**config.mk**
```make
export PLATFORM = sky130hd
export DESIGN_NAME = ex_top
export DESIGN_NICKNAME = d
export VERILOG_FILES = /design/src/core_pkg.sv /design/src/csr_pkg.sv /design/src/alu.sv /design/src/csr_unit.sv /design/src/ex_stage.sv /design/src/ex_top.sv
export SDC_FILE = /design/constraint.sdc
export NUM_CORES = 1
export LEC_CHECK = 0
export ABC_CLOCK_PERIOD_IN_PS = 12500
export BUFFER_PORTS_ARGS = -buffer_cell sky130_fd_sc_hd__buf_4
export CORE_UTILIZATION = 50
export DETAILED_ROUTE_END_ITERATION = 6
export PLACE_DENSITY_LB_ADDON = 0.1
export SYNTH_ARGS = -nofsm -noshare
export SYNTH_HDL_FRONTEND = slang
export SYNTH_SLANG_ARGS = --single-unit
```
**constraint.sdc**
```tcl
create_clock -name clk_i -period 12.5 [get_ports clk_i]
set_input_delay 1.875 -clock clk_i [delete_from_list [all_inputs] [get_ports clk_i]]
set_output_delay 1.875 -clock clk_i [all_outputs]
set_load 0.02 [all_outputs]
```
**src/core_pkg.sv**
```systemverilog
// Datapath types and word width shared by the execute stage RTL and its testbench
`default_nettype none

package core_pkg;

    ////////////////////
    // Word width
    ////////////////////

    localparam int XLEN = 32;

    ////////////////////
    // ALU operations
    ////////////////////

    // Compare operations return 0 or 1 in bit 0
    typedef enum logic [3:0] {
        ALU_ADD,
        ALU_SUB,
        ALU_AND,
        ALU_OR,
        ALU_XOR,
        ALU_SLL,
        ALU_SRL,
        ALU_SRA,
        ALU_SLT,
        ALU_SLTU,
        ALU_EQ,
        ALU_NE,
        ALU_LT,
        ALU_GE,
        ALU_LTU,
        ALU_GEU
    } alu_operation_t;

    // Load and store width, carried through EX toward MEM
    typedef enum logic [1:0] {
        BYTE,
        HALF,
        WORD
    } data_type_t;

    // Next PC selection, carried through EX back to IF
    typedef enum logic [1:0] {
        PC_NEXT,
        PC_BRANCH,
        PC_TRAP
    } pc_source_t;

endpackage

`default_nettype wire

```
**src/csr_pkg.sv**
```systemverilog
// Machine CSR space types and the operand-2 view used by the execute stage and CSR unit
`default_nettype none

package csr_pkg;

    // Implemented machine CSRs only
    typedef enum logic [11:0] {
        CSR_MSTATUS  = 12'h300,
        CSR_MTVEC    = 12'h305,
        CSR_MSCRATCH = 12'h340,
        CSR_MEPC     = 12'h341,
        CSR_MCAUSE   = 12'h342
    } csr_addr_t;

    // Zicsr style access kinds
    typedef enum logic [1:0] {
        CSR_READ,
        CSR_WRITE,
        CSR_SET,
        CSR_CLEAR
    } csr_operation_t;

    ////////////////////
    // Operand 2 decode
    ////////////////////

    // Same word seen as ALU data or as a CSR address in the low 12 bits
    typedef union packed {
        logic [core_pkg::XLEN-1:0] data;
        struct packed {
            logic [core_pkg::XLEN-13:0] reserved;
            csr_addr_t                  addr;
        } csr;
    } csr_operand_u;

    // mcause code for a misaligned instruction address
    localparam logic [core_pkg::XLEN-1:0] CAUSE_INSTR_MISALIGNED = '0;

endpackage

`default_nettype wire

```
**src/alu.sv**
```systemverilog
// Combinational integer ALU of the execute stage, also producing branch compare results
`default_nettype none

module alu (
    input  logic [core_pkg::XLEN-1:0] operand_a_i,
    input  logic [core_pkg::XLEN-1:0] operand_b_i,
    input  core_pkg::alu_operation_t  operation_i,
    output logic [core_pkg::XLEN-1:0] result_o
);

    import core_pkg::*;

    // Shift amount from low 5 bits of b
    logic [4:0] shamt;

    // Shared compare terms
    logic equal;
    logic less_signed;
    logic less_unsigned;

    assign shamt         = operand_b_i[4:0];
    assign equal         = (operand_a_i == operand_b_i);
    assign less_signed   = ($signed(operand_a_i) < $signed(operand_b_i));
    assign less_unsigned = (operand_a_i < operand_b_i);

    always_comb begin
        result_o = '0;
        case (operation_i)
            // Arithmetic
            ALU_ADD: result_o = operand_a_i + operand_b_i;
            ALU_SUB: result_o = operand_a_i - operand_b_i;

            // Logic
            ALU_AND: result_o = operand_a_i & operand_b_i;
            ALU_OR:  result_o = operand_a_i | operand_b_i;
            ALU_XOR: result_o = operand_a_i ^ operand_b_i;

            // Shifts
            ALU_SLL: result_o = operand_a_i << shamt;
            ALU_SRL: result_o = operand_a_i >> shamt;
            ALU_SRA: result_o = $unsigned($signed(operand_a_i) >>> shamt);

            // Set-less-than for rd writeback
            ALU_SLT:  result_o[0] = less_signed;
            ALU_SLTU: result_o[0] = less_unsigned;

            // Branch compares, decision taken from bit 0
            ALU_EQ:  result_o[0] = equal;
            ALU_NE:  result_o[0] = ~equal;
            ALU_LT:  result_o[0] = less_signed;
            ALU_GE:  result_o[0] = ~less_signed;
            ALU_LTU: result_o[0] = less_unsigned;
            ALU_GEU: result_o[0] = ~less_unsigned;

            default: result_o = '0;
        endcase
    end

endmodule

`default_nettype wire

```
**src/csr_unit.sv**
```systemverilog
// Machine-mode CSR storage serving EX-stage accesses and capturing misaligned-branch traps
`default_nettype none

module csr_unit (
    input  logic                        clk_i,
    input  logic                        rst_n_i,
    input  logic                        stall_i,
    input  logic                        valid_i,
    input  logic                        access_i,
    input  csr_pkg::csr_operation_t     op_i,
    input  csr_pkg::csr_addr_t          addr_i,
    input  logic [core_pkg::XLEN-1:0]   wdata_i,
    input  logic [core_pkg::XLEN-1:0]   pc_i,
    input  logic                        trap_i,
    output logic                        access_o,
    output logic [core_pkg::XLEN-1:0]   rdata_o
);

    import core_pkg::*;
    import csr_pkg::*;

    logic [XLEN-1:0] mstatus;
    logic [XLEN-1:0] mtvec;
    logic [XLEN-1:0] mscratch;
    logic [XLEN-1:0] mepc;
    logic [XLEN-1:0] mcause;

    logic            implemented;
    logic [XLEN-1:0] wdata_new;
    logic            write_en;

    ////////////////////
    // Read side
    ////////////////////

    // Old value, decoded combinationally
    always_comb begin
        implemented = 1'b1;
        rdata_o     = '0;
        case (addr_i)
            CSR_MSTATUS:  rdata_o = mstatus;
            CSR_MTVEC:    rdata_o = mtvec;
            CSR_MSCRATCH: rdata_o = mscratch;
            CSR_MEPC:     rdata_o = mepc;
            CSR_MCAUSE:   rdata_o = mcause;
            default:      implemented = 1'b0;
        endcase
    end

    assign access_o = valid_i & access_i & implemented;

    // New value per access kind
    always_comb begin
        case (op_i)
            CSR_WRITE: wdata_new = wdata_i;
            CSR_SET:   wdata_new = rdata_o | wdata_i;
            CSR_CLEAR: wdata_new = rdata_o & ~wdata_i;
            default:   wdata_new = rdata_o;
        endcase
    end

    // Commit only once per instruction
    assign write_en = access_o & ~stall_i & (op_i != CSR_READ);

    ////////////////////
    // Storage
    ////////////////////

    always_ff @(posedge clk_i or negedge rst_n_i) begin
        if (!rst_n_i) begin
            mstatus  <= '0;
            mtvec    <= '0;
            mscratch <= '0;
            mepc     <= '0;
            mcause   <= '0;
        end else if (trap_i && !stall_i) begin
            // Trap capture, mepc kept word aligned
            mepc   <= {pc_i[XLEN-1:2], 2'b00};
            mcause <= CAUSE_INSTR_MISALIGNED;
        end else if (write_en) begin
            case (addr_i)
                CSR_MSTATUS:  mstatus  <= wdata_new;
                CSR_MTVEC:    mtvec    <= wdata_new;
                CSR_MSCRATCH: mscratch <= wdata_new;
                CSR_MEPC:     mepc     <= {wdata_new[XLEN-1:2], 2'b00};
                CSR_MCAUSE:   mcause   <= wdata_new;
                default:      mstatus  <= mstatus;
            endcase
        end
    end

endmodule

`default_nettype wire

```
**src/ex_stage.sv**
```systemverilog
// Execute stage with ID-to-EX register, ALU, CSR read muxing, branch decision and trap
`default_nettype none

module ex_stage #(
    parameter bit ISA_C = 1'b0
) (
    input  logic                        clk_i,
    input  logic                        rst_n_i,

    // To IF
    output core_pkg::pc_source_t        pc_source_ex_o,
    output logic [core_pkg::XLEN-1:0]   branch_target_ex_o,
    output logic                        branch_decision_ex_o,
    output logic                        trap_ex_o,

    // From ID
    input  core_pkg::alu_operation_t    alu_operation_id_i,
    input  logic [4:0]                  rd_addr_id_i,
    input  logic                        mem_wen_id_i,
    input  core_pkg::data_type_t        mem_data_type_id_i,
    input  logic                        mem_sign_extend_id_i,
    input  logic                        reg_alu_wen_id_i,
    input  logic                        reg_mem_wen_id_i,
    input  logic [core_pkg::XLEN-1:0]   pc_id_i,
    input  core_pkg::pc_source_t        pc_source_id_i,
    input  logic                        is_branch_id_i,
    input  logic [core_pkg::XLEN-1:0]   alu_operand_1_id_i,
    input  logic [core_pkg::XLEN-1:0]   alu_operand_2_id_i,
    input  logic [core_pkg::XLEN-1:0]   mem_wdata_id_i,
    input  logic [core_pkg::XLEN-1:0]   branch_target_id_i,
    input  logic                        valid_id_i,
    input  logic                        csr_access_id_i,
    input  csr_pkg::csr_operation_t     csr_op_id_i,

    // To MEM
    output logic [4:0]                  rd_addr_ex_o,
    output logic [core_pkg::XLEN-1:0]   alu_result_ex_o,
    output logic                        mem_wen_ex_o,
    output core_pkg::data_type_t        mem_data_type_ex_o,
    output logic                        mem_sign_extend_ex_o,
    output logic [core_pkg::XLEN-1:0]   mem_wdata_ex_o,
    output logic                        reg_alu_wen_ex_o,
    output logic                        reg_mem_wen_ex_o,
    output logic                        valid_ex_o,

    // To CSR unit
    output logic [core_pkg::XLEN-1:0]   pc_ex_o,
    output csr_pkg::csr_addr_t          csr_addr_ex_o,
    output logic [core_pkg::XLEN-1:0]   csr_wdata_ex_o,
    output csr_pkg::csr_operation_t     csr_op_ex_o,
    output logic                        csr_access_ex_o,

    // From CSR unit
    input  logic                        csr_access_ex_i,
    input  logic [core_pkg::XLEN-1:0]   csr_rdata_ex_i,

    // Pipeline control
    input  logic                        stall_ex_i,
    input  logic                        flush_ex_i
);

    import core_pkg::*;
    import csr_pkg::*;

    alu_operation_t    alu_operation_ex;
    logic [XLEN-1:0]   alu_operand_1_ex;
    logic [XLEN-1:0]   alu_operand_2_ex;
    logic [XLEN-1:0]   alu_result_ex;
    logic              is_branch_ex;
    logic              target_misaligned;
    csr_operand_u      operand_2_id;

    // Operand 2 doubles as CSR address
    assign operand_2_id = alu_operand_2_id_i;

    ////////////////////
    // ID to EX register
    ////////////////////

    // Control fields, stall beats flush
    always_ff @(posedge clk_i or negedge rst_n_i) begin
        if (!rst_n_i) begin
            valid_ex_o       <= 1'b0;
            mem_wen_ex_o     <= 1'b0;
            reg_alu_wen_ex_o <= 1'b0;
            reg_mem_wen_ex_o <= 1'b0;
            is_branch_ex     <= 1'b0;
            csr_access_ex_o  <= 1'b0;
            csr_op_ex_o      <= CSR_READ;
            pc_source_ex_o   <= PC_NEXT;
        end else if (!stall_ex_i) begin
            if (flush_ex_i) begin
                // Bubble, data left as is
                valid_ex_o       <= 1'b0;
                mem_wen_ex_o     <= 1'b0;
                reg_alu_wen_ex_o <= 1'b0;
                reg_mem_wen_ex_o <= 1'b0;
                is_branch_ex     <= 1'b0;
                csr_access_ex_o  <= 1'b0;
            end else begin
                valid_ex_o       <= valid_id_i;
                mem_wen_ex_o     <= mem_wen_id_i;
                reg_alu_wen_ex_o <= reg_alu_wen_id_i;
                reg_mem_wen_ex_o <= reg_mem_wen_id_i;
                is_branch_ex     <= is_branch_id_i;
                csr_access_ex_o  <= csr_access_id_i;
                pc_source_ex_o   <= pc_source_id_i;
                if (csr_access_id_i) begin
                    csr_op_ex_o <= csr_op_id_i;
                end
            end
        end
    end

    // Payload fields, loaded only on a real advance
    always_ff @(posedge clk_i) begin
        if (!stall_ex_i && !flush_ex_i) begin
            alu_operation_ex     <= alu_operation_id_i;
            alu_operand_1_ex     <= alu_operand_1_id_i;
            alu_operand_2_ex     <= alu_operand_2_id_i;
            rd_addr_ex_o         <= rd_addr_id_i;
            mem_data_type_ex_o   <= mem_data_type_id_i;
            mem_sign_extend_ex_o <= mem_sign_extend_id_i;
            mem_wdata_ex_o       <= mem_wdata_id_i;
            pc_ex_o              <= pc_id_i;
            branch_target_ex_o   <= branch_target_id_i;
            // CSR write data from op 1, address from op 2
            if (csr_access_id_i) begin
                csr_wdata_ex_o <= alu_operand_1_id_i;
                csr_addr_ex_o  <= operand_2_id.csr.addr;
            end
        end
    end

    ////////////////////
    // Execute
    ////////////////////

    alu alu_i (
        .operand_a_i (alu_operand_1_ex),
        .operand_b_i (alu_operand_2_ex),
        .operation_i (alu_operation_ex),
        .result_o    (alu_result_ex)
    );

    // CSR read data replaces ALU result on ack
    assign alu_result_ex_o = csr_access_ex_i ? csr_rdata_ex_i : alu_result_ex;

    // Taken when compare bit 0 set
    assign branch_decision_ex_o = is_branch_ex & alu_result_ex_o[0];

    // Only 4-byte targets legal without C
    always_comb begin
        if (ISA_C) begin
            target_misaligned = 1'b0;
        end else begin
            target_misaligned = branch_decision_ex_o & branch_target_ex_o[1];
        end
    end

    assign trap_ex_o = valid_ex_o & target_misaligned;

endmodule

`default_nettype wire

```
**src/ex_top.sv**
```systemverilog
// Top level joining the execute stage and the CSR unit, with ISA_C passed down
`default_nettype none

module ex_top #(
    parameter bit ISA_C = 1'b0
) (
    input  logic                        clk_i,
    input  logic                        rst_n_i,
    output core_pkg::pc_source_t        pc_source_ex_o,
    output logic [core_pkg::XLEN-1:0]   branch_target_ex_o,
    output logic                        branch_decision_ex_o,
    output logic                        trap_ex_o,
    input  core_pkg::alu_operation_t    alu_operation_id_i,
    input  logic [4:0]                  rd_addr_id_i,
    input  logic                        mem_wen_id_i,
    input  core_pkg::data_type_t        mem_data_type_id_i,
    input  logic                        mem_sign_extend_id_i,
    input  logic                        reg_alu_wen_id_i,
    input  logic                        reg_mem_wen_id_i,
    input  logic [core_pkg::XLEN-1:0]   pc_id_i,
    input  core_pkg::pc_source_t        pc_source_id_i,
    input  logic                        is_branch_id_i,
    input  logic [core_pkg::XLEN-1:0]   alu_operand_1_id_i,
    input  logic [core_pkg::XLEN-1:0]   alu_operand_2_id_i,
    input  logic [core_pkg::XLEN-1:0]   mem_wdata_id_i,
    input  logic [core_pkg::XLEN-1:0]   branch_target_id_i,
    input  logic                        valid_id_i,
    input  logic                        csr_access_id_i,
    input  csr_pkg::csr_operation_t     csr_op_id_i,
    output logic [4:0]                  rd_addr_ex_o,
    output logic [core_pkg::XLEN-1:0]   alu_result_ex_o,
    output logic                        mem_wen_ex_o,
    output core_pkg::data_type_t        mem_data_type_ex_o,
    output logic                        mem_sign_extend_ex_o,
    output logic [core_pkg::XLEN-1:0]   mem_wdata_ex_o,
    output logic                        reg_alu_wen_ex_o,
    output logic                        reg_mem_wen_ex_o,
    output logic                        valid_ex_o,
    input  logic                        stall_ex_i,
    input  logic                        flush_ex_i
);

    import core_pkg::*;
    import csr_pkg::*;

    // EX to CSR request
    logic [XLEN-1:0] pc_ex;
    csr_addr_t       csr_addr_ex;
    logic [XLEN-1:0] csr_wdata_ex;
    csr_operation_t  csr_op_ex;
    logic            csr_access_ex;

    // CSR to EX answer, same cycle
    logic            csr_ack_ex;
    logic [XLEN-1:0] csr_rdata_ex;

    ex_stage #(
        .ISA_C (ISA_C)
    ) ex_stage_i (
        .clk_i                (clk_i),
        .rst_n_i              (rst_n_i),
        .pc_source_ex_o       (pc_source_ex_o),
        .branch_target_ex_o   (branch_target_ex_o),
        .branch_decision_ex_o (branch_decision_ex_o),
        .trap_ex_o            (trap_ex_o),
        .alu_operation_id_i   (alu_operation_id_i),
        .rd_addr_id_i         (rd_addr_id_i),
        .mem_wen_id_i         (mem_wen_id_i),
        .mem_data_type_id_i   (mem_data_type_id_i),
        .mem_sign_extend_id_i (mem_sign_extend_id_i),
        .reg_alu_wen_id_i     (reg_alu_wen_id_i),
        .reg_mem_wen_id_i     (reg_mem_wen_id_i),
        .pc_id_i              (pc_id_i),
        .pc_source_id_i       (pc_source_id_i),
        .is_branch_id_i       (is_branch_id_i),
        .alu_operand_1_id_i   (alu_operand_1_id_i),
        .alu_operand_2_id_i   (alu_operand_2_id_i),
        .mem_wdata_id_i       (mem_wdata_id_i),
        .branch_target_id_i   (branch_target_id_i),
        .valid_id_i           (valid_id_i),
        .csr_access_id_i      (csr_access_id_i),
        .csr_op_id_i          (csr_op_id_i),
        .rd_addr_ex_o         (rd_addr_ex_o),
        .alu_result_ex_o      (alu_result_ex_o),
        .mem_wen_ex_o         (mem_wen_ex_o),
        .mem_data_type_ex_o   (mem_data_type_ex_o),
        .mem_sign_extend_ex_o (mem_sign_extend_ex_o),
        .mem_wdata_ex_o       (mem_wdata_ex_o),
        .reg_alu_wen_ex_o     (reg_alu_wen_ex_o),
        .reg_mem_wen_ex_o     (reg_mem_wen_ex_o),
        .valid_ex_o           (valid_ex_o),
        .pc_ex_o              (pc_ex),
        .csr_addr_ex_o        (csr_addr_ex),
        .csr_wdata_ex_o       (csr_wdata_ex),
        .csr_op_ex_o          (csr_op_ex),
        .csr_access_ex_o      (csr_access_ex),
        .csr_access_ex_i      (csr_ack_ex),
        .csr_rdata_ex_i       (csr_rdata_ex),
        .stall_ex_i           (stall_ex_i),
        .flush_ex_i           (flush_ex_i)
    );

    csr_unit csr_unit_i (
        .clk_i    (clk_i),
        .rst_n_i  (rst_n_i),
        .stall_i  (stall_ex_i),
        .valid_i  (valid_ex_o),
        .access_i (csr_access_ex),
        .op_i     (csr_op_ex),
        .addr_i   (csr_addr_ex),
        .wdata_i  (csr_wdata_ex),
        .pc_i     (pc_ex),
        .trap_i   (trap_ex_o),
        .access_o (csr_ack_ex),
        .rdata_o  (csr_rdata_ex)
    );

endmodule

`default_nettype wire

```
==> summary.txt, run 1 <==
Detailed routing
  • Vias per inst: around 6.5
  • # DRC: 21
  • Antenna Nets Post-Route: 0
  • Routed WL: 90500 um
  • DR WL/cell: 27.4 um
  • Iter 0 DRT Violations: 2790
  • Vias after detailed routing: 21600
  • TritonRoute pass-1 iters: 7

Synthesis
  • Top FF cell, synth: edfxtp_1
  • Mapped cell area: 0.0238 mm^2
  • Post-synth cell types: 88
  • Synth async-reset ratio: approximately 44%
  • Commonest cells post-synth: 357 x nand2_1, 220 x o21ai_0, 214 x edfxtp_1
  • EDFF count, synth: 214
  • Mux contribution to synthesized area: under 10%
  • #FFs+latches synth: 382
  • YS warnings: 0
  • Simple-gate portion of the synthesized area: 14.6%
  • Main combinational cell family by area after synthesis: compound AO/OA/AOI/OAI gates
  • Post-Synth Adder-Cell Area: 5.31%
  • Post-synthesis compound-gate area fraction: 20.6%
  • Post-synthesis xor/xnor area fraction: 0.589%
  • Seq/Total Area, Yosys: 44.7%
  • Syn Nets: 2745
  • Mean Syn Cell Area: just under 10 um^2
  • Leading area contributor after synthesis: edfxtp_1
  • Synth top area share: 27.0%
  • Cell with the most instances after synthesis: nand2_1
  • Synth Instances: 2460
  • Synth area leaders: edfxtp_1 27%, dfrtp_1 18%, nand2_1 5.6%, ha_1 5.1%, o21ai_0 4.6%

Worst setup path
  • Critical path buffer and inverter count: 4
  • CP top delay family: compound AO/OA/AOI/OAI gates
  • CP most frequent cell: buf_4
  • R2R Path Start: ex_stage_i.alu_operand_2_ex[3]
  • Worst Path Arrival: 5.83 ns
  • Crit path kind: reg -> out
  • Worst Path Required: 10.62 ns
  • R2R cell count: 13
  • Critical path launch point type: register
  • CP Cell Sequence: buf_4, clkinv_1, buf_4, ha_1, or4_1, a31oi_1, nor3_1, o31ai_1, a31oi_1, o31ai_1, a221oi_1, nor3b_1, buf_4
  • Slowest stage delay, CP: 0.63 ns
  • FF-to-FF End: csr_unit_i.mepc[20]
  • Setup slack, reg-to-reg: 6.42 ns
  • Worst Setup SP: ex_stage_i.alu_operand_2_ex[3]
  • CP Capture Type: primary output
  • CP max FO: 76
  • CP max-delay cell: nor3b_1

Timing
  • RSZ-0062 raised after global routing: false
  • Slew @ Worst Pin: 1.44 ns
  • Final Slew Violations: 0
  • Min Clock Period, post-route: between 7 and 8 ns
  • Final Cycle Share: 61.6%
  • Setup TNS: 0 ns
  • Worst slew margin: 3.03%
  • Final setup violation count: 0
  • Hold Fails Final Rpt: 0
  • Fmax: around 0.13 GHz
  • Fin Clk Skew: 0.0221 ns

Clock network
  • CTS Hold Bufs: 0
  • Later-pin clock latency in the skew report: 0.59 ns
  • Clk slew on worst S/H paths: 0.06 ns
  • Buffer count from post-CTS setup fixing: 0
  • PostCTS Resize Cnt: 0
  • Clk buf depth: 3
  • H-tree depth: 2
  • Clock root buffer: clkbuf_16
  • Sink Count: 382
  • CTS tree: built
  • TritonCTS Buffers: 42

Die
  • I/O Pins: between 200 and 300
  • Die ar.: 0.0484 mm^2
  • Die Width: 220 um
  • Core region area: 0.0468 mm^2
  • Height of the die: between 200 and 250 um
  • Initial core utilization: 50.9%
  • Num rows: 79

Final layout
  • Ant diodes: 0
  • Layout area overhead: 16.8%
  • FF+latch area: between 0.01 and 0.015 mm^2
  • Final Cell Area: roughly 0.028 mm^2
  • Net count, final: 2951
  • Fillers: roughly 4000
  • Layout cells sized above 1: between 10% and 20%
  • Area of the multi-input gates: around 0.012 mm^2

Min path
  • Worst Hold End: csr_unit_i.mepc[28]
  • HP Start: ex_stage_i.pc_ex_o[28]
  • Worst Hold Class: reg -> reg
  • Hold depth: 1

Pwr
  • Cell Pwr Density: 126 mW/mm^2
  • Maximum VDD drop: around 0.12 mV
  • Static leakage: 0.0113 uW
  • Pwr Total: roughly 3500 uW

Status
  • Failing checks: design-rule violations
  • Status: finished, violations left

Placement
  • IO Port Bufs: 295
  • RePlAce Congestion: 1.06
  • DP HPWL: 65200 um
  • Dpl cell area: 0.0264 mm^2

Global routing
  • Initial antenna violation count: 1
  • GR Util All Layers: 37.2%
  • Pin count of the biggest net entering global routing: 94
  • Vias in the first global route: 20300
  • Global-route wire length before repair: roughly 130000 um
  • Gr ovfl total: 0

Flow run
  • Max Cap Viol: 0
-- per-stage QoR --
| step | util (%) | std cells | hold WS, ns | setup WS [ns] |
|---|---|---|---|---|
| 2_1_floorplan | - | 2460 | 0.439 | 0.623 |
| 3_3_place_gp | 56.5 | 3228 | 0.445 | 5.65 |
| 3_5_place_dp | 56.5 | 3228 | 0.451 | 5.62 |
| 4_1_cts | 59.4 | 3306 | 0.466 | 4.99 |
| 5_1_grt | 59.4 | 3307 | 0.477 | 4.60 |
| 6_report | 59.4 | 3307 | 0.463 | 4.79 |
-- placed cells by master (no fill, tap or decap), types with 20 or more instances in the layout --
master     instances
o211ai_1          22
nand2b_1          35
nand3_1           24
dfrtp_1          167
nor2_1           197
and3_1            40
o21ai_0          220
mux2i_1           62
edfxtp_1         214
nor3_1            29
mux4_2            41
clkbuf_16         44
mux2_2            34
ha_1              97
buf_4            336
a22oi_1           24
o22ai_1           36
a222oi_1          30
a211oi_1          52
mux2_1            20
inv_1             98
a31oi_1           41
a21oi_1          128
nand2_1          357
a221oi_1          22
-- layout make-up --
| type | count | share of cell area, % |
|---|---|---|
| inverter | 103 | 1.39 |
| clock buffer | 59 | 4.28 |
| timing repair buffer | 338 | 9.14 |
| multi-input combinational | 1799 | 43.6 |
| sequential | 382 | 38.3 |
| clock inverter | 19 | 0.622 |
| tap | 607 | 2.73 |
-- power by group --
group          switching (uW)  leakage [uW]  internal (uW)
Clock                     531      0.000656            693
Sequential               65.8       0.00432           1410
Combinational             512       0.00636            299
-- state kept, by name (all words and copies together) (netlist names) --
name                             flops
csr_unit_i.mtvec                    32
ex_stage_i.valid_ex_o                1
csr_unit_i.mepc                     30
ex_stage_i.csr_wdata_ex_o           32
ex_stage_i.mem_sign_extend_ex_o      1
ex_stage_i.rd_addr_ex_o              5
ex_stage_i.is_branch_ex              1
ex_stage_i.csr_access_ex_o           1
ex_stage_i.mem_wdata_ex_o           32
ex_stage_i.csr_op_ex_o               2
ex_stage_i.mem_wen_ex_o              1
ex_stage_i.csr_addr_ex_o            12
csr_unit_i.mscratch                 32
ex_stage_i.branch_target_ex_o       32
ex_stage_i.reg_alu_wen_ex_o          1
ex_stage_i.pc_ex_o                  30
csr_unit_i.mstatus                  32
ex_stage_i.pc_source_ex_o            2
csr_unit_i.mcause                   32
ex_stage_i.mem_data_type_ex_o        2
ex_stage_i.reg_mem_wen_ex_o          1
ex_stage_i.alu_operand_2_ex         32
ex_stage_i.alu_operation_ex          4
ex_stage_i.alu_operand_1_ex         32
-- metal layers --
metal | GRT usage, % | vias to the layer above | routed length (um)
met1 | 48.9 | 10500 | 35400
met4 | 22.0 | 0 | 5990
met2 | 56.7 | 1264 | 40400
met5 | 0 | - | 0
li1 | - | 9571 | -
met3 | 7.81 | 263 | 8740
-- worst register-to-register path, delay by kind of cell (launching register included) --
kind	cells	cell delay, ns
multiplexers	2	0.99
AO/OA/AOI/OAI	6	2.41
flip-flops	1	0.32
adder cells (fa/ha/maj)	1	0.55
buffers and inverters	4	1.70
-- worst max path at each step --
stage,end,cells after the start,slack [ns]
after floorplan,ex_stage_i.csr_addr_ex_o[0],4,0.62
after global placement,alu_result_ex_o[31],14,5.65
after detailed placement,alu_result_ex_o[31],14,5.62
after CTS,alu_result_ex_o[31],14,4.99
after global routing,alu_result_ex_o[31],14,4.60
final,alu_result_ex_o[15],13,4.79
-- cell families after synthesis --
family,count (synthesis)
xor gates and xnor gates,16
buffers and inverters,279
AOI/OAI and AO/OA,740
and+or+nand+nor,778
muxes,165
DFF,382
adders and majority gates,100
No activity file was read; power rests on OpenSTA's default activity.
==> inputs of run 2 (changes only) <==
--- a/config.mk
+++ b/config.mk
@@ -5,7 +5,7 @@
 export SDC_FILE = /design/constraint.sdc
 export NUM_CORES = 1
 export LEC_CHECK = 0
-export ABC_CLOCK_PERIOD_IN_PS = 12500
+export ABC_CLOCK_PERIOD_IN_PS = 6900
 export BUFFER_PORTS_ARGS = -buffer_cell sky130_fd_sc_hd__buf_4
 export CORE_UTILIZATION = 50
 export DETAILED_ROUTE_END_ITERATION = 6
==> constraint.sdc (replaced) <==
create_clock -name clk_i -period 6.9 [get_ports clk_i]
set_input_delay 1.035 -clock clk_i [delete_from_list [all_inputs] [get_ports clk_i]]
set_output_delay 1.035 -clock clk_i [all_outputs]
set_load 0.02 [all_outputs]
==> run 2 against run 1 <==
Net effect: the flow still finishes with violations (design-rule violations); count of clock-buffer cells in the layout fell by 4; first-iteration DRC count increased by 5.2%; combinational power is 83% higher; non-clock buffer count up 12; hold slack worse by 0.0054 ns; flip-flop and latch count unchanged; via count grew 0.82%; highest routed layer unchanged.
==> summary.txt, run 2 (same netlist as run 1, synthesis figures left out) <==
Worst setup path
  • FF-to-FF End: csr_unit_i.mepc[2]
  • CP max FO: 10
  • R2R Path Start: ex_stage_i.alu_operand_1_ex[31]
  • Critical path launch point type: register
  • Slowest stage delay, CP: between 0.8 and 0.9 ns
  • Worst Path Required: between 5 and 6 ns
  • Setup slack, reg-to-reg: 1.95 ns
  • CP Cell Sequence: inv_1, ha_1, inv_1, a21o_1, nor4_1, o211ai_1, a21oi_1, o21ai_0, a2111oi_0, o21ai_0, a31oi_1, buf_4
  • R2R cell count: 12
  • Worst Path Arrival: slightly above 5 ns
  • CP max-delay cell: nor4_1
  • CP Capture Type: primary output
  • Crit path kind: reg -> out

Die
  • Num rows: 79
  • I/O Pins: roughly 300
  • Die ar.: around 0.048 mm^2
  • Initial core utilization: between 50% and 60%
  • Height of the die: ~220 um
  • Core region area: 0.0468 mm^2
  • Die Width: 220 um

Final layout
  • Net count, final: 2962
  • Layout area overhead: 17.3%
  • Layout cells sized above 1: 19.3%
  • Post-Route Utilization: about three fifths
  • Final Cell Area: 0.0279 mm^2
  • Commonest non-fill, non-tap cells in the layout: 357 x nand2_1, 346 x buf_4, 220 x o21ai_0
  • Ant diodes: 0
  • Commonest non-fill, non-tap cell in the layout: nand2_1

Clock network
  • Clock root buffer: clkbuf_16
  • Sink Count: 382
  • Later-pin clock latency in the skew report: 0.60 ns
  • CTS tree: built
  • Clk slew on worst S/H paths: around 0.060 ns
  • PostCTS Resize Cnt: 0
  • H-tree depth: 2
  • Clk buf depth: 3
  • Buffer count from post-CTS setup fixing: 0
  • CTS Hold Bufs: 0
  • TritonCTS Buffers: between 40 and 50

Timing
  • Final Cycle Share: 88.3%
  • Min Clock Period, post-route: 6.09 ns
  • Final setup violation count: 0
  • Setup TNS: 0 ns
  • Final Slew Violations: 0
  • Fmax: 0.164 GHz
  • Final worst slack: 0.807 ns
  • RSZ-0062 raised after global routing: false
  • Fin Clk Skew: 0.0379 ns
  • Worst slew margin: 23.4%
  • Slew @ Worst Pin: 1.15 ns
  • Hold Fails Final Rpt: 0

Detailed routing
  • Antenna Nets Post-Route: 0
  • Routed WL: 92600 um
  • Vias per inst: between 6 and 7
  • # DRC: 8
  • DR WL/cell: 27.9 um
  • Iter 0 DRT Violations: 2934
  • Vias after detailed routing: around 22000
  • TritonRoute pass-1 iters: 7

Min path
  • HP Start: ex_stage_i.pc_ex_o[23]
  • Worst Hold End: csr_unit_i.mepc[23]
  • Worst Hold Class: reg -> reg
  • Hold depth: 1

Flow run
  • Max Cap Viol: 0

Pwr
  • Total net switching power: 2010 uW
  • Maximum VDD drop: 0.249 mV
  • Static leakage: 0.0114 uW
  • Comb power frac: 23.4%
  • Switching Share: 31.6%
  • Register share of total power: 41.8%
  • P_int: 4360 uW
  • Proportion of power drawn by the clock network: 34.7%
  • Cell Pwr Density: between 200 and 250 mW/mm^2

Global routing
  • Pin count of the biggest net entering global routing: 178
  • Vias in the first global route: 20800
  • Global-route wire length before repair: between 100000 and 150000 um
  • GR Util All Layers: 38.0%
  • Gr ovfl total: 0
  • Initial antenna violation count: 0

Placement
  • IO Port Bufs: a little under 300
  • Dpl ws: 1.53 ns
  • RePlAce Congestion: 1.07
  • DP HPWL: approximately 67000 um
  • Dpl cell area: 0.0265 mm^2

Status
  • Failing checks: design-rule violations
  • Status: finished, violations left
-- run 2: cell count changes in the layout (fill, tap and decap cells not counted), sizes merged --
cell      delta
clkbuf       -5
buf         +13
bufinv       +2
clkinv       +1
clkinvlp     -2
-- run 2: per-stage QoR --
stage / total power (uW) / cells / hold slack (ns)
floorplan: 3540 / 2460 / 0.439
CTS: 6360 / 3316 / 0.466
finish: 6370 / 3316 / 0.457
global route: 6570 / 3316 / 0.484
detailed placement: 4150 / 3241 / 0.455
global placement: 4130 / 3241 / 0.441
-- run 2: area by class of cell --
cell class,count,area (um^2)
Inverter,103,387
Clock inverter,20,243
Sequential cell,382,10600
Tap cell,607,759
Timing Repair Buffer,350,2670
Fill cell,4052,18900
Clock buffer,55,1110
Multi-Input combinational cell,1799,12100
-- run 2: critical path, delay by kind of cell (launching register included) --
kind | cells | cell delay [ns]
AOI/OAI and AO/OA | 7 | 2.06
adders and majority gates | 1 | 0.48
buffers and inverters | 3 | 0.43
DFF | 1 | 0.61
and+or+nand+nor | 1 | 0.89
-- run 2: worst max-delay path by stage --
stage | depth (start not counted) | to | startpoint | slack, ns
6_report | 12 | alu_result_ex_o[31] | ex_stage_i.alu_operand_1_ex[8] | 0.81
5_1_grt | 13 | alu_result_ex_o[31] | ex_stage_i.alu_operand_1_ex[23] | 0.44
4_1_cts | 12 | alu_result_ex_o[31] | ex_stage_i.alu_operand_1_ex[8] | 0.93
3_5_place_dp | 12 | alu_result_ex_o[31] | ex_stage_i.alu_operand_1_ex[8] | 1.53
3_3_place_gp | 12 | alu_result_ex_o[31] | ex_stage_i.alu_operand_1_ex[8] | 1.61
2_1_floorplan | 4 | ex_stage_i.csr_addr_ex_o[0] | stall_ex_i | 1.26
-- run 2: power groups by stage --
stage | clock network, uW | logic, uW | registers, uW
4_1_cts | 2240 | 1460 | 2660
2_1_floorplan | 0 | 849 | 2690
6_report | 2210 | 1490 | 2660
3_3_place_gp | 0 | 1440 | 2700
5_1_grt | 2320 | 1580 | 2670
3_5_place_dp | 0 | 1450 | 2700
-- run 2: routing by layer --
metal	vias up	part of all wire (%)	GRT usage (%)
li1	9605	-	-
met5	-	0	0
met3	246	10	8.20
met1	10600	38	48.5
met2	1306	45	59.3
met4	0	6.8	22.8
